$ cat src/include/tq_config.svh
`ifndef TQ_CONFIG_SVH
`define TQ_CONFIG_SVH

// sample widths, all two's complement
`define TQ_RES_W 9
`define TQ_COEF_W 15
`define TQ_DQ_W 16

// qp fields
`define TQ_QP_W 6
`define TQ_QPDIV6_W 4
`define TQ_QPMOD6_W 3
`define TQ_QP_MAX 51

// samples per 4x4 block
`define TQ_BLK_N 16

// pipeline depth in cycles
`define TQ_STAGE_LAT 1
// residual in to levels out
`define TQ_QUANT_LAT 2
// residual in to reconstruction out
`define TQ_RECON_LAT 4

`endif

$ cat src/hdl/tq_pkg.sv
`include "tq_config.svh"

package tq_pkg;

    typedef logic [`TQ_QP_W-1:0] qp_t;
    typedef logic [`TQ_QPDIV6_W-1:0] qpdiv6_t;
    typedef logic [`TQ_QPMOD6_W-1:0] qpmod6_t;

    // single samples
    typedef logic signed [`TQ_RES_W-1:0] res_t;
    typedef logic signed [`TQ_COEF_W-1:0] coef_t;
    typedef logic signed [`TQ_DQ_W-1:0] dq_t;

    // whole blocks, sample (r,c) at index 4r+c, index 0 in the low bits
    typedef logic [`TQ_BLK_N*`TQ_RES_W-1:0] res_blk_t;
    typedef logic [`TQ_BLK_N*`TQ_COEF_W-1:0] coef_blk_t;
    typedef logic [`TQ_BLK_N*`TQ_DQ_W-1:0] dq_blk_t;

    // scaling class of a coefficient position
    typedef logic [1:0] pos_cls_t;
    localparam pos_cls_t POS_EE = 2'd0;
    localparam pos_cls_t POS_OO = 2'd1;
    localparam pos_cls_t POS_MIX = 2'd2;

    // bit 2 of the index is the row lsb, bit 0 the column lsb
    function automatic pos_cls_t pos_class(input int idx);
        logic row_odd;
        logic col_odd;
        row_odd = idx[2];
        col_odd = idx[0];
        if (!row_odd && !col_odd) begin
            return POS_EE;
        end
        if (row_odd && col_odd) begin
            return POS_OO;
        end
        return POS_MIX;
    endfunction

endpackage

$ cat src/hdl/tq_dct_4x4.sv
`timescale 1ns/1ns
`include "tq_config.svh"

module tq_dct_4x4 import tq_pkg::*; (
    input  logic      clk_i,
    input  logic      arst_n_i,
    input  logic      valid_i,
    input  res_blk_t  blk_i,
    input  qp_t       qp_i,
    output logic      valid_o,
    output coef_blk_t coef_o,
    output qpdiv6_t   qpdiv6_o,
    output qpmod6_t   qpmod6_o
);

    // both passes stay within 15 bits for 9-bit residuals
    coef_t     x_w [`TQ_BLK_N];
    coef_t     h_w [`TQ_BLK_N];
    coef_t     y_w [`TQ_BLK_N];
    coef_blk_t coef_w;
    qpdiv6_t   qpdiv6_w;
    qpmod6_t   qpmod6_w;

    // one 4-point forward butterfly
    function automatic void fwd_bfly(input coef_t a0, a1, a2, a3,
                                     output coef_t b0, b1, b2, b3);
        coef_t s03;
        coef_t d03;
        coef_t s12;
        coef_t d12;
        s03 = a0 + a3;
        d03 = a0 - a3;
        s12 = a1 + a2;
        d12 = a1 - a2;
        b0 = s03 + s12;
        b1 = (d03 <<< 1) + d12;
        b2 = s03 - s12;
        b3 = d03 - (d12 <<< 1);
    endfunction

    always_comb begin
        for (int i = 0; i < `TQ_BLK_N; i++) begin
            x_w[i] = coef_t'(res_t'(blk_i[i*`TQ_RES_W +: `TQ_RES_W]));
        end
        // rows first
        for (int r = 0; r < 4; r++) begin
            fwd_bfly(x_w[4*r], x_w[4*r+1], x_w[4*r+2], x_w[4*r+3],
                     h_w[4*r], h_w[4*r+1], h_w[4*r+2], h_w[4*r+3]);
        end
        // then columns
        for (int c = 0; c < 4; c++) begin
            fwd_bfly(h_w[c], h_w[4+c], h_w[8+c], h_w[12+c],
                     y_w[c], y_w[4+c], y_w[8+c], y_w[12+c]);
        end
        for (int i = 0; i < `TQ_BLK_N; i++) begin
            coef_w[i*`TQ_COEF_W +: `TQ_COEF_W] = y_w[i];
        end
    end

    // qp split, constant divide maps to a small table
    assign qpdiv6_w = qpdiv6_t'(qp_i / 6'd6);
    assign qpmod6_w = qpmod6_t'(qp_i % 6'd6);

    always_ff @(posedge clk_i or negedge arst_n_i) begin
        if (!arst_n_i) begin
            valid_o <= 1'b0;
            coef_o <= '0;
            qpdiv6_o <= '0;
            qpmod6_o <= '0;
        end else begin
            valid_o <= valid_i;
            coef_o <= coef_w;
            qpdiv6_o <= qpdiv6_w;
            qpmod6_o <= qpmod6_w;
        end
    end

endmodule

$ cat config.mk
export PLATFORM = sky130hd
export DESIGN_NAME = tq_dct_4x4
export DESIGN_NICKNAME = d
export VERILOG_FILES = /design/src/hdl/tq_pkg.sv /design/src/hdl/tq_dct_4x4.sv
export VERILOG_INCLUDE_DIRS = /design/src /design/src/include
export SDC_FILE = /design/constraint.sdc
export NUM_CORES = 1
export LEC_CHECK = 0
export BUFFER_PORTS_ARGS = -buffer_cell sky130_fd_sc_hd__buf_2
export CORE_UTILIZATION = 51
export DETAILED_ROUTE_END_ITERATION = 12
export GPL_TIMING_DRIVEN = 0
export HOLD_SLACK_MARGIN = 0.02
export PLACE_DENSITY = 0.73
export SETUP_SLACK_MARGIN = 0.02
export SLEW_MARGIN = 30
export SYNTH_ARGS = -nofsm -noshare
export SYNTH_HDL_FRONTEND = slang
export SYNTH_SLANG_ARGS = --single-unit
$ cat constraint.sdc
create_clock -name clk_i -period 0.8 [get_ports clk_i]
set_clock_uncertainty 0.05 [all_clocks]
set_input_delay 0.16 -clock clk_i [delete_from_list [all_inputs] [get_ports clk_i]]
set_output_delay 0.16 -clock clk_i [all_outputs]
set_load 0.005 [all_outputs]
==> impl_metrics.csv <==
group,metric,value,unit
placed_design,io_buffers,398,
synthesis,synthArstFlopShare,100,%
synthesis,yosys.area.top_type,"ha_1",
cts,holdBufCountCts,5,
routing,ant_nets,0,
global_route,gr-total-overflow,0,
global_route,grt_pass1_vias,33000,
floorplanning,ios,401,
cts,numCtsBuffers,25,
synthesis,postSynthNetCount,4881,
critical_path,critical_path_class,"in -> reg",
final_layout,mostFrequentLayoutCells,"440 x buf_4, 415 x inv_1, 412 x ha_1, 379 x buf_2, 233 x nor2_1",
final_layout,fin_util,81.2,%
placed_design,dp_hpwl,81.9,mm
floorplanning,row_count,93,
floorplanning,initial_utilization,51.8,%
synthesis,synth-edff-count,0,
critical_path,crit_path_end_kind,"flop",
sta,finalHoldViolCount,229,
cts,cts_buffer_depth,3,
worst_hold_path,hp-class,"in -> async",
critical_path,cpPeakStageDelay,0.38,ns
floorplanning,coreArea,64700,µm²
floorplanning,die_y,258,µm
cts,cts_tree,"yes",
placed_design,place.gp.congestion,0.949,
final_layout,area_delta_synth_final,56.7,%
critical_path,arrival,5.62,ns
sta,timing.fmax,192,MHz
floorplanning,dieArea,66800,µm²
sta,setup_viol,469,
sta,final.min_clock_period,5.20,ns
routing,drt_iter0_drc,2452,
synthesis,syn_area_per_cell,8.42,µm²
cts,clk_pin_slew,0.06,ns
synthesis,synth_warnings,0,
critical_path,cp_slowest_cell,"a211o_4",
synthesis,synthTopCellsByArea,"ha_1 25%, dfrtp_1 17%, xnor2_1 10%, inv_1 6.6%, a21oi_1 5.6%",
sta,worstMarginPinSlew,0.791,ns
synthesis,ys.flop_type,"dfrtp_1",
synthesis,synth_cells,3981,
final_layout,num-nets-final,5810,
routing,first_pass_iters,8,
final_layout,final_common_cell,"buf_4",
global_route,antenna_found_initial,18,
sta,drv_slew,0,
global_route,grt_max_degree,89,
cts,cts_root_buf,"clkbuf_16",
run_status,violations,"negative hold slack, negative setup slack",
sta,slew_headroom,47.3,%
floorplanning,die_w,258,µm
sta,fin_crit_sh,650,%
routing,drc,0,
sta,rsz0062_at_grt,"yes",
routing,drt_wl_total,130,mm
run_status,outcome,"finished with violations",
synthesis,ys_seq_area_share,17.0,%
final_layout,drive_gt1_share,51.1,%
global_route,grt_usage,33.5,%
sta,hold_ws,-0.540,ns
critical_path,cp_max_fo,6,
global_route,grt_pass1_wl,177,mm
sta,finalWorstSetupSlack,-4.40,ns
critical_path,startpoint_type,"input port",
cts,htreeDepth,1,
synthesis,netlist_area,33500,µm²
routing,routedWlPerCell,22.5,µm
routing,routed-via-count,34000,
run,drv_cap,0,
critical_path,required,1.22,ns
cts,clkSinkCount,228,
synthesis,ys_types,102,
synthesis,synth_seq_cells,228,
synthesis,synth_top_area_share,25.5,%
routing,via_per_inst,5.87,
critical_path,cpMostUsedCell,"buf_4",
final timing paths:
| check | from | slack (ns) | to | depth (start not counted) |
|---|---|---|---|---|
| max | blk_i[92] | -4.40 | coef_o[208] | 30 |
| min | arst_n_i | -0.54 | coef_o[37] | 1 |
| max in group asynchronous | arst_n_i | 0.40 | coef_o[232] | 2 |
| min in group clk_i | qp_i[5] | -0.11 | qpdiv6_o[2] | 3 |
layer usage:
layer  up-vias  share of wire [%]  routed length, µm  track usage (%)
met5         -              0.041                 54                0
met4        10                6.1               7920             13.8
met3       553                8.0              10500             5.89
met2      1707                 48              62400             57.6
met1     16500                 38              49300             41.2
li1      15200                  -                  -                -
metrics by stage:
stage / setup WS, ns / cells / setup TNS, ns / area [µm²] / hold slack [ns]
after floorplan: -4.04 / 3981 / -590.18 / 37400 / -0.186
after global placement: -5.11 / 5234 / -1759.94 / 40500 / 0.224
after detailed placement: -5.23 / 5236 / -804.79 / 40600 / 0.0727
after CTS: -3.84 / 5680 / -697.71 / 50100 / -0.542
after global routing: -4.45 / 5787 / -773.27 / 52500 / -0.514
final: -4.40 / 5794 / -753.04 / 52500 / -0.540
Yosys cell counts, types with 8 or more instances:
cell and number:
ha_1 683, inv_1 594, xnor2_1 396, a21oi_1 376
nor2_1 303, dfrtp_1 228, xor2_1 160, o21bai_1 142
o21ai_0 132, nand2_1 106, a21o_1 88, nor2b_1 68
nor3_1 68, fa_1 64, o21a_1 48, nand2b_1 43
clkbuf_1 38, o21ai_1 33, o31ai_1 23, a211oi_1 21
o31a_1 21, buf_4 20, buf_2 19, or2_2 18
a31oi_1 16, or3_1 16, nand3_1 15, and3_1 11
a21boi_0 10, o22ai_1 10, o211ai_1 9, a22o_1 8
o41ai_1 8
critical path, delay by kind of cell:
family                     cells  cell delay (ns)
adders and majority gates      4             1.13
AOI/OAI and AO/OA              6             0.94
buffers and inverters         11             1.36
xor gates and xnor gates       4             0.75
and+or+nand+nor                4             0.99
muxes                          1             0.25
state kept, by name (all words and copies together) (netlist names):
| register | cells |
|---|---|
| coef_o | 220 |
| qpmod6_o | 3 |
| valid_o | 1 |
| qpdiv6_o | 4 |
layout make-up:
class | count | area, µm²
multi-input cells | 3070 | 35100
fillers | 3514 | 12200
repair buffers | 910 | 6500
flip-flops and latches | 228 | 5710
inverters | 599 | 2510
well taps | 855 | 1070
plain buffers | 76 | 782
clock buffers | 33 | 696
clock inverters | 8 | 124
diodes | 15 | 37.5
logic make-up (layout without fill, tap and decap cells):
logic type | count (synthesis) | count (layout) | synth area share [%]
xor gates and xnor gates | 563 | 563 | 14.9
muxes | 12 | 12 | 0.396
and+or+nand+nor | 683 | 683 | 9.47
buffers and inverters | 683 | 1626 | 7.97
other | 0 | 15 | 0
adders and majority gates | 757 | 757 | 29.6
DFF | 228 | 228 | 17.0
AOI/OAI and AO/OA | 1055 | 1055 | 20.6
repair_timing:
| action | in CTS | in global routing |
|---|---|---|
| pin swaps | 616 | 255 |
| cloned | 1 | 0 |
| hold endpoints to repair | 236 | 84 |
| buffers inserted | 413 | 112 |
| gates resized for setup | 976 | 299 |
| endpoints found under the setup margin | 468 | 469 |
Power is not shown: default switching activity piles up to over one toggle a cycle in this logic, so the estimate is an artifact.
