===== config.mk =====
export PLATFORM = sky130hd
export DESIGN_NAME = tq_idct_4x4
export DESIGN_NICKNAME = d
export VERILOG_FILES = /design/src/hdl/tq_pkg.sv /design/src/hdl/tq_idct_4x4.sv
export VERILOG_INCLUDE_DIRS = /design/src /design/src/include
export SDC_FILE = /design/constraint.sdc
export NUM_CORES = 2
export LEC_CHECK = 0
export BUFFER_PORTS_ARGS = -buffer_cell sky130_fd_sc_hd__buf_2
export CORE_MARGIN = 4
export CORE_UTILIZATION = 47
export CTS_BUF_LIST = sky130_fd_sc_hd__clkbuf_2 sky130_fd_sc_hd__clkbuf_4 sky130_fd_sc_hd__clkbuf_8
export DETAILED_ROUTE_END_ITERATION = 7
export GPL_TIMING_DRIVEN = 0
export SKIP_LAST_GASP = 1
export SLEW_MARGIN = 20
export SYNTH_ARGS = -nofsm -noshare
export SYNTH_HDL_FRONTEND = slang
export SYNTH_SLANG_ARGS = --single-unit

===== constraint.sdc =====
create_clock -name clk_i -period 0.8 [get_ports clk_i]
set_input_delay 0.16 -clock clk_i [delete_from_list [all_inputs] [get_ports clk_i]]
set_output_delay 0.16 -clock clk_i [all_outputs]
set_load 0.03 [all_outputs]

===== src/include/tq_config.svh =====
`ifndef TQ_CONFIG_SVH
`define TQ_CONFIG_SVH

// sample widths, all two's complement
`define TQ_RES_W 9
`define TQ_COEF_W 15
`define TQ_DQ_W 16

// qp fields
`define TQ_QP_W 6
`define TQ_QPDIV6_W 4
`define TQ_QPMOD6_W 3
`define TQ_QP_MAX 51

// samples per 4x4 block
`define TQ_BLK_N 16

// pipeline depth in cycles
`define TQ_STAGE_LAT 1
// residual in to levels out
`define TQ_QUANT_LAT 2
// residual in to reconstruction out
`define TQ_RECON_LAT 4

`endif


===== src/hdl/tq_pkg.sv =====
`include "tq_config.svh"

package tq_pkg;

    typedef logic [`TQ_QP_W-1:0] qp_t;
    typedef logic [`TQ_QPDIV6_W-1:0] qpdiv6_t;
    typedef logic [`TQ_QPMOD6_W-1:0] qpmod6_t;

    // single samples
    typedef logic signed [`TQ_RES_W-1:0] res_t;
    typedef logic signed [`TQ_COEF_W-1:0] coef_t;
    typedef logic signed [`TQ_DQ_W-1:0] dq_t;

    // whole blocks, sample (r,c) at index 4r+c, index 0 in the low bits
    typedef logic [`TQ_BLK_N*`TQ_RES_W-1:0] res_blk_t;
    typedef logic [`TQ_BLK_N*`TQ_COEF_W-1:0] coef_blk_t;
    typedef logic [`TQ_BLK_N*`TQ_DQ_W-1:0] dq_blk_t;

    // scaling class of a coefficient position
    typedef logic [1:0] pos_cls_t;
    localparam pos_cls_t POS_EE = 2'd0;
    localparam pos_cls_t POS_OO = 2'd1;
    localparam pos_cls_t POS_MIX = 2'd2;

    // bit 2 of the index is the row lsb, bit 0 the column lsb
    function automatic pos_cls_t pos_class(input int idx);
        logic row_odd;
        logic col_odd;
        row_odd = idx[2];
        col_odd = idx[0];
        if (!row_odd && !col_odd) begin
            return POS_EE;
        end
        if (row_odd && col_odd) begin
            return POS_OO;
        end
        return POS_MIX;
    endfunction

endpackage


===== src/hdl/tq_idct_4x4.sv =====
`timescale 1ns/1ns
`include "tq_config.svh"

module tq_idct_4x4 import tq_pkg::*; (
    input  logic     clk_i,
    input  logic     arst_n_i,
    input  logic     valid_i,
    input  dq_blk_t  dq_i,
    output logic     valid_o,
    output res_blk_t recon_o
);

    localparam int REC_MAX = (1 << (`TQ_RES_W - 1)) - 1;
    localparam int REC_MIN = -REC_MAX;

    int       d_w [`TQ_BLK_N];
    int       g_w [`TQ_BLK_N];
    int       f_w [`TQ_BLK_N];
    int       v_w [`TQ_BLK_N];
    res_blk_t recon_w;

    // inverse butterfly, odd inputs enter at half weight
    function automatic void inv_bfly(input int a0, a1, a2, a3,
                                     output int b0, b1, b2, b3);
        int e0;
        int e1;
        int e2;
        int e3;
        e0 = a0 + a2;
        e1 = a0 - a2;
        e2 = (a1 >>> 1) - a3;
        e3 = a1 + (a3 >>> 1);
        b0 = e0 + e3;
        b1 = e1 + e2;
        b2 = e1 - e2;
        b3 = e0 - e3;
    endfunction

    always_comb begin
        for (int i = 0; i < `TQ_BLK_N; i++) begin
            d_w[i] = int'(dq_t'(dq_i[i*`TQ_DQ_W +: `TQ_DQ_W]));
        end
        for (int r = 0; r < 4; r++) begin
            inv_bfly(d_w[4*r], d_w[4*r+1], d_w[4*r+2], d_w[4*r+3],
                     g_w[4*r], g_w[4*r+1], g_w[4*r+2], g_w[4*r+3]);
        end
        for (int c = 0; c < 4; c++) begin
            inv_bfly(g_w[c], g_w[4+c], g_w[8+c], g_w[12+c],
                     f_w[c], f_w[4+c], f_w[8+c], f_w[12+c]);
        end
        // divide by 64 with rounding, then clip to the residual range
        for (int i = 0; i < `TQ_BLK_N; i++) begin
            v_w[i] = (f_w[i] + 32) >>> 6;
            if (v_w[i] > REC_MAX) begin
                v_w[i] = REC_MAX;
            end else if (v_w[i] < REC_MIN) begin
                v_w[i] = REC_MIN;
            end
            recon_w[i*`TQ_RES_W +: `TQ_RES_W] = res_t'(v_w[i]);
        end
    end

    always_ff @(posedge clk_i or negedge arst_n_i) begin
        if (!arst_n_i) begin
            valid_o <= 1'b0;
            recon_o <= '0;
        end else begin
            valid_o <= valid_i;
            recon_o <= recon_w;
        end
    end

endmodule


==> summary.md <==
| Metric | Value |
|---|---|
| Tcrit/Tclk final | 9.04 |
| Die width | approximately 360 µm |
| Leading cell type in the layout, fill and taps excluded | ha_1 |
| Worst Setup SP | dq_i[241] |
| Hold buffers post-CTS | 1 |
| Rel. slew slack | 0.282 |
| Crit end category | flip-flop |
| Hpwl dp | 186 mm |
| CTS Buffer Depth | 2 |
| Gpl congestion | between 1 and 1.5 |
| Total gr overflow | 0 |
| Worst slew pin tran | around 1.1 ns |
| Worst setup SP type | input port |
| CP Class | input port to flip-flop |
| Number of flops mapped to enable cells by yosys | 0 |
| Final wirelength | 222 mm |
| Core Region | about 120,000 µm² |
| Setup violators final | 289 |
| Cell mode on critical path | ha_4 |
| # H-tree levels | 4 |
| #FFs+latches synth | approximately 150 |
| Run status | complete, but fails checks |
| CP peak stage delay | 0.41 ns |
| Most frequent cells in the layout | 1,124 x ha_1, 1,010 x inv_1, 543 x nor2_1 |
| I/O pins | slightly above 400 |
| Vias per inst | 5.76 |
| PortBufs | roughly 400 |
| Mapped Cells | between 7,000 and 8,000 |
| Initial antenna violation count | 15 |
| Max-cap violations | 0 |
| First-pass GRT wire length | 324 mm |
| CP max FO | 5 |
| Fin. max-slew vios | 0 |
| Clk sinks | between 100 and 150 |
| Via count | 59,600 |
| Layout area overhead | 32.4% |
| GRT Overall Usage | 0.318 |
| Avg Inst Size Synth | approximately 7.4 µm² |
| CTS tree | done |
| Final instance area | between 70,000 and 80,000 µm² |
| Num CTS Buffers | 17 |
| Die area | approximately 130,000 µm² |
| Largest net degree at the start of global routing | a little over 80 |
| CTS root buf | clkbuf_8 |
| WL/cell | 21.4 µm |
| Syn_nets | approximately 9,600 |
| RSZ-0062 raised after global routing | true |
| Hold WS | -0.577 ns |
| Drt drc | 0 |
| Final worst slack | -6.43 ns |
| Hold Vio Cnt, Final | about 150 |
| Violated checks | hold timing, setup timing |
| CP Data Required Time | about 1.3 ns |
| Max Clock Freq | ~140 MHz |
| Placed Area | about 65,000 µm² |
| Netlist Area Pre-Place | a little under 60,000 µm² |
| Async S/R FF share, synth | 1.00 |
| Drt pass-1 iters | 6 |
| Minimum clock period | roughly 7.2 ns |
| Layout cells sized above 1 | 0.283 |
| Worst slack, placed | -8.35 ns |
| Starting Density | 0.473 |
| Vias in the first global route | 55,600 |
| CTS clk-pin slew, worst paths | about 0.1 ns |
| Sequential fraction of the synthesis area | 0.0620 |
| Core Rows | between 100 and 150 |
| Crit-path slowest cell | o32ai_4 |
| Hold WC Path Type | input port to asynchronous set/reset pin |
| Initial DRC Count | 4,785 |
| Multi-input gate area | between 60,000 and 70,000 µm² |
| Arr. time, crit path | slightly below 8 ns |
| Netlist cell types | roughly 110 |
| Syn. warnings | 0 |
| FF/Latch Area | 3630 µm² |
| Dominant synthesized flop cell | dfrtp_1 |
| Die height | roughly 360 µm |
| Fillers | about 11,000 |
| Final nets | ~10,000 |
| ANT nets after route | 0 |
## how the worst max path moves through the flow
stage	end	slack (ns)	depth (start not counted)
final	recon_o[32]$_DFF_PN0_	-6.43	44
after detailed placement	recon_o[38]$_DFF_PN0_	-8.35	38
after global routing	recon_o[6]$_DFF_PN0_	-6.71	37
after CTS	recon_o[63]$_DFF_PN0_	-6.35	39
after floorplan	recon_o[124]$_DFF_PN0_	-6.30	42
after global placement	recon_o[38]$_DFF_PN0_	-8.42	38
## layout make-up
class	count	share of cell area
Clock buffer	18	0.00320
Inverter	1088	0.0535
Clock inverter	14	0.00199
Timing Repair Buffer	848	0.0763
Buffer	86	0.00752
Tap cell	1637	0.0264
Antenna cell	12	0.000388
Sequential cell	145	0.0468
Multi-Input combinational cell	6498	0.784
## stage by stage
stage          hold WS [ns]  setup TNS [ns]  std cells   util
6_report             -0.577         -957.35      10300  0.627
3_3_place_gp          0.271        -1521.25       9908  0.521
4_1_cts              -0.610         -967.00      10100  0.578
3_5_place_dp          0.123        -1147.36       9911  0.522
2_1_floorplan        -0.136         -843.68       7868      -
5_1_grt              -0.568        -1012.82      10300  0.627
## cell families (layout without fill, tap and decap cells)
logic type	after synthesis	count (layout)	synth area share
muxes	29	29	0.00517
other	0	12	0
AOI/OAI and AO/OA	2093	2095	0.236
xor gates and xnor gates	882	882	0.133
and+or+nand+nor	2061	2061	0.174
buffers and inverters	1227	2054	0.0791
adders and majority gates	1431	1431	0.312
DFF	145	145	0.0620
## synth_stat cells, types with 43 or more instances
| master | number | area, µm² |
|---|---|---|
| o31ai_1 | 45 | 338 |
| fa_1 | 48 | 961 |
| o41ai_1 | 43 | 377 |
| a21boi_0 | 58 | 435 |
| nand3_1 | 152 | 761 |
| nand4_1 | 44 | 275 |
| or2_2 | 46 | 288 |
| o21a_1 | 86 | 646 |
| o21bai_1 | 165 | 1240 |
| o211ai_1 | 71 | 533 |
| a211oi_1 | 52 | 390 |
| a31oi_1 | 75 | 469 |
| nor2b_1 | 123 | 769 |
| a21o_1 | 173 | 1300 |
| or3_1 | 70 | 438 |
| and2_1 | 55 | 344 |
| and3_1 | 72 | 450 |
| nor3_1 | 188 | 941 |
| o21ai_1 | 76 | 380 |
| nor2_1 | 625 | 2350 |
| ha_1 | 1376 | 17200 |
| clkbuf_1 | 117 | 439 |
| dfrtp_1 | 145 | 3630 |
| nand2_1 | 405 | 1520 |
| inv_1 | 1082 | 4060 |
| xor2_1 | 281 | 2460 |
| o21ai_0 | 327 | 1640 |
| nand2b_1 | 106 | 663 |
| a21oi_1 | 571 | 2860 |
| xnor2_1 | 598 | 5240 |
## per-layer routing
layer  share of wire  wire length, µm  GRT usage
met3           0.075            16600     0.0527
met5         0.00017               38          0
met1            0.47           105000      0.463
met2            0.44            96900      0.503
met4           0.015             3350     0.0442
## worst max-delay path, delay by kind of cell
family                     cells  cell delay, ns
adders and majority gates      6            1.33
and+or+nand+nor               13            2.01
AOI/OAI and AO/OA             14            2.50
xor gates and xnor gates       4            0.89
buffers and inverters          7            0.82
## state kept, by name, summed over array words and instances (netlist names)
| name | flops |
|---|---|
| recon_o | 144 |
| valid_o | 1 |
## repair_timing
item,4_1_cts,5_1_grt
setup endpoints to repair,289,289
hold endpoints to repair,146,91
cloned,2,0
setup buffers,217,232
pin swaps,331,423
gates resized for setup,852,837
Power is not shown: default switching activity piles up to over one toggle a cycle in this logic, so the estimate is an artifact.
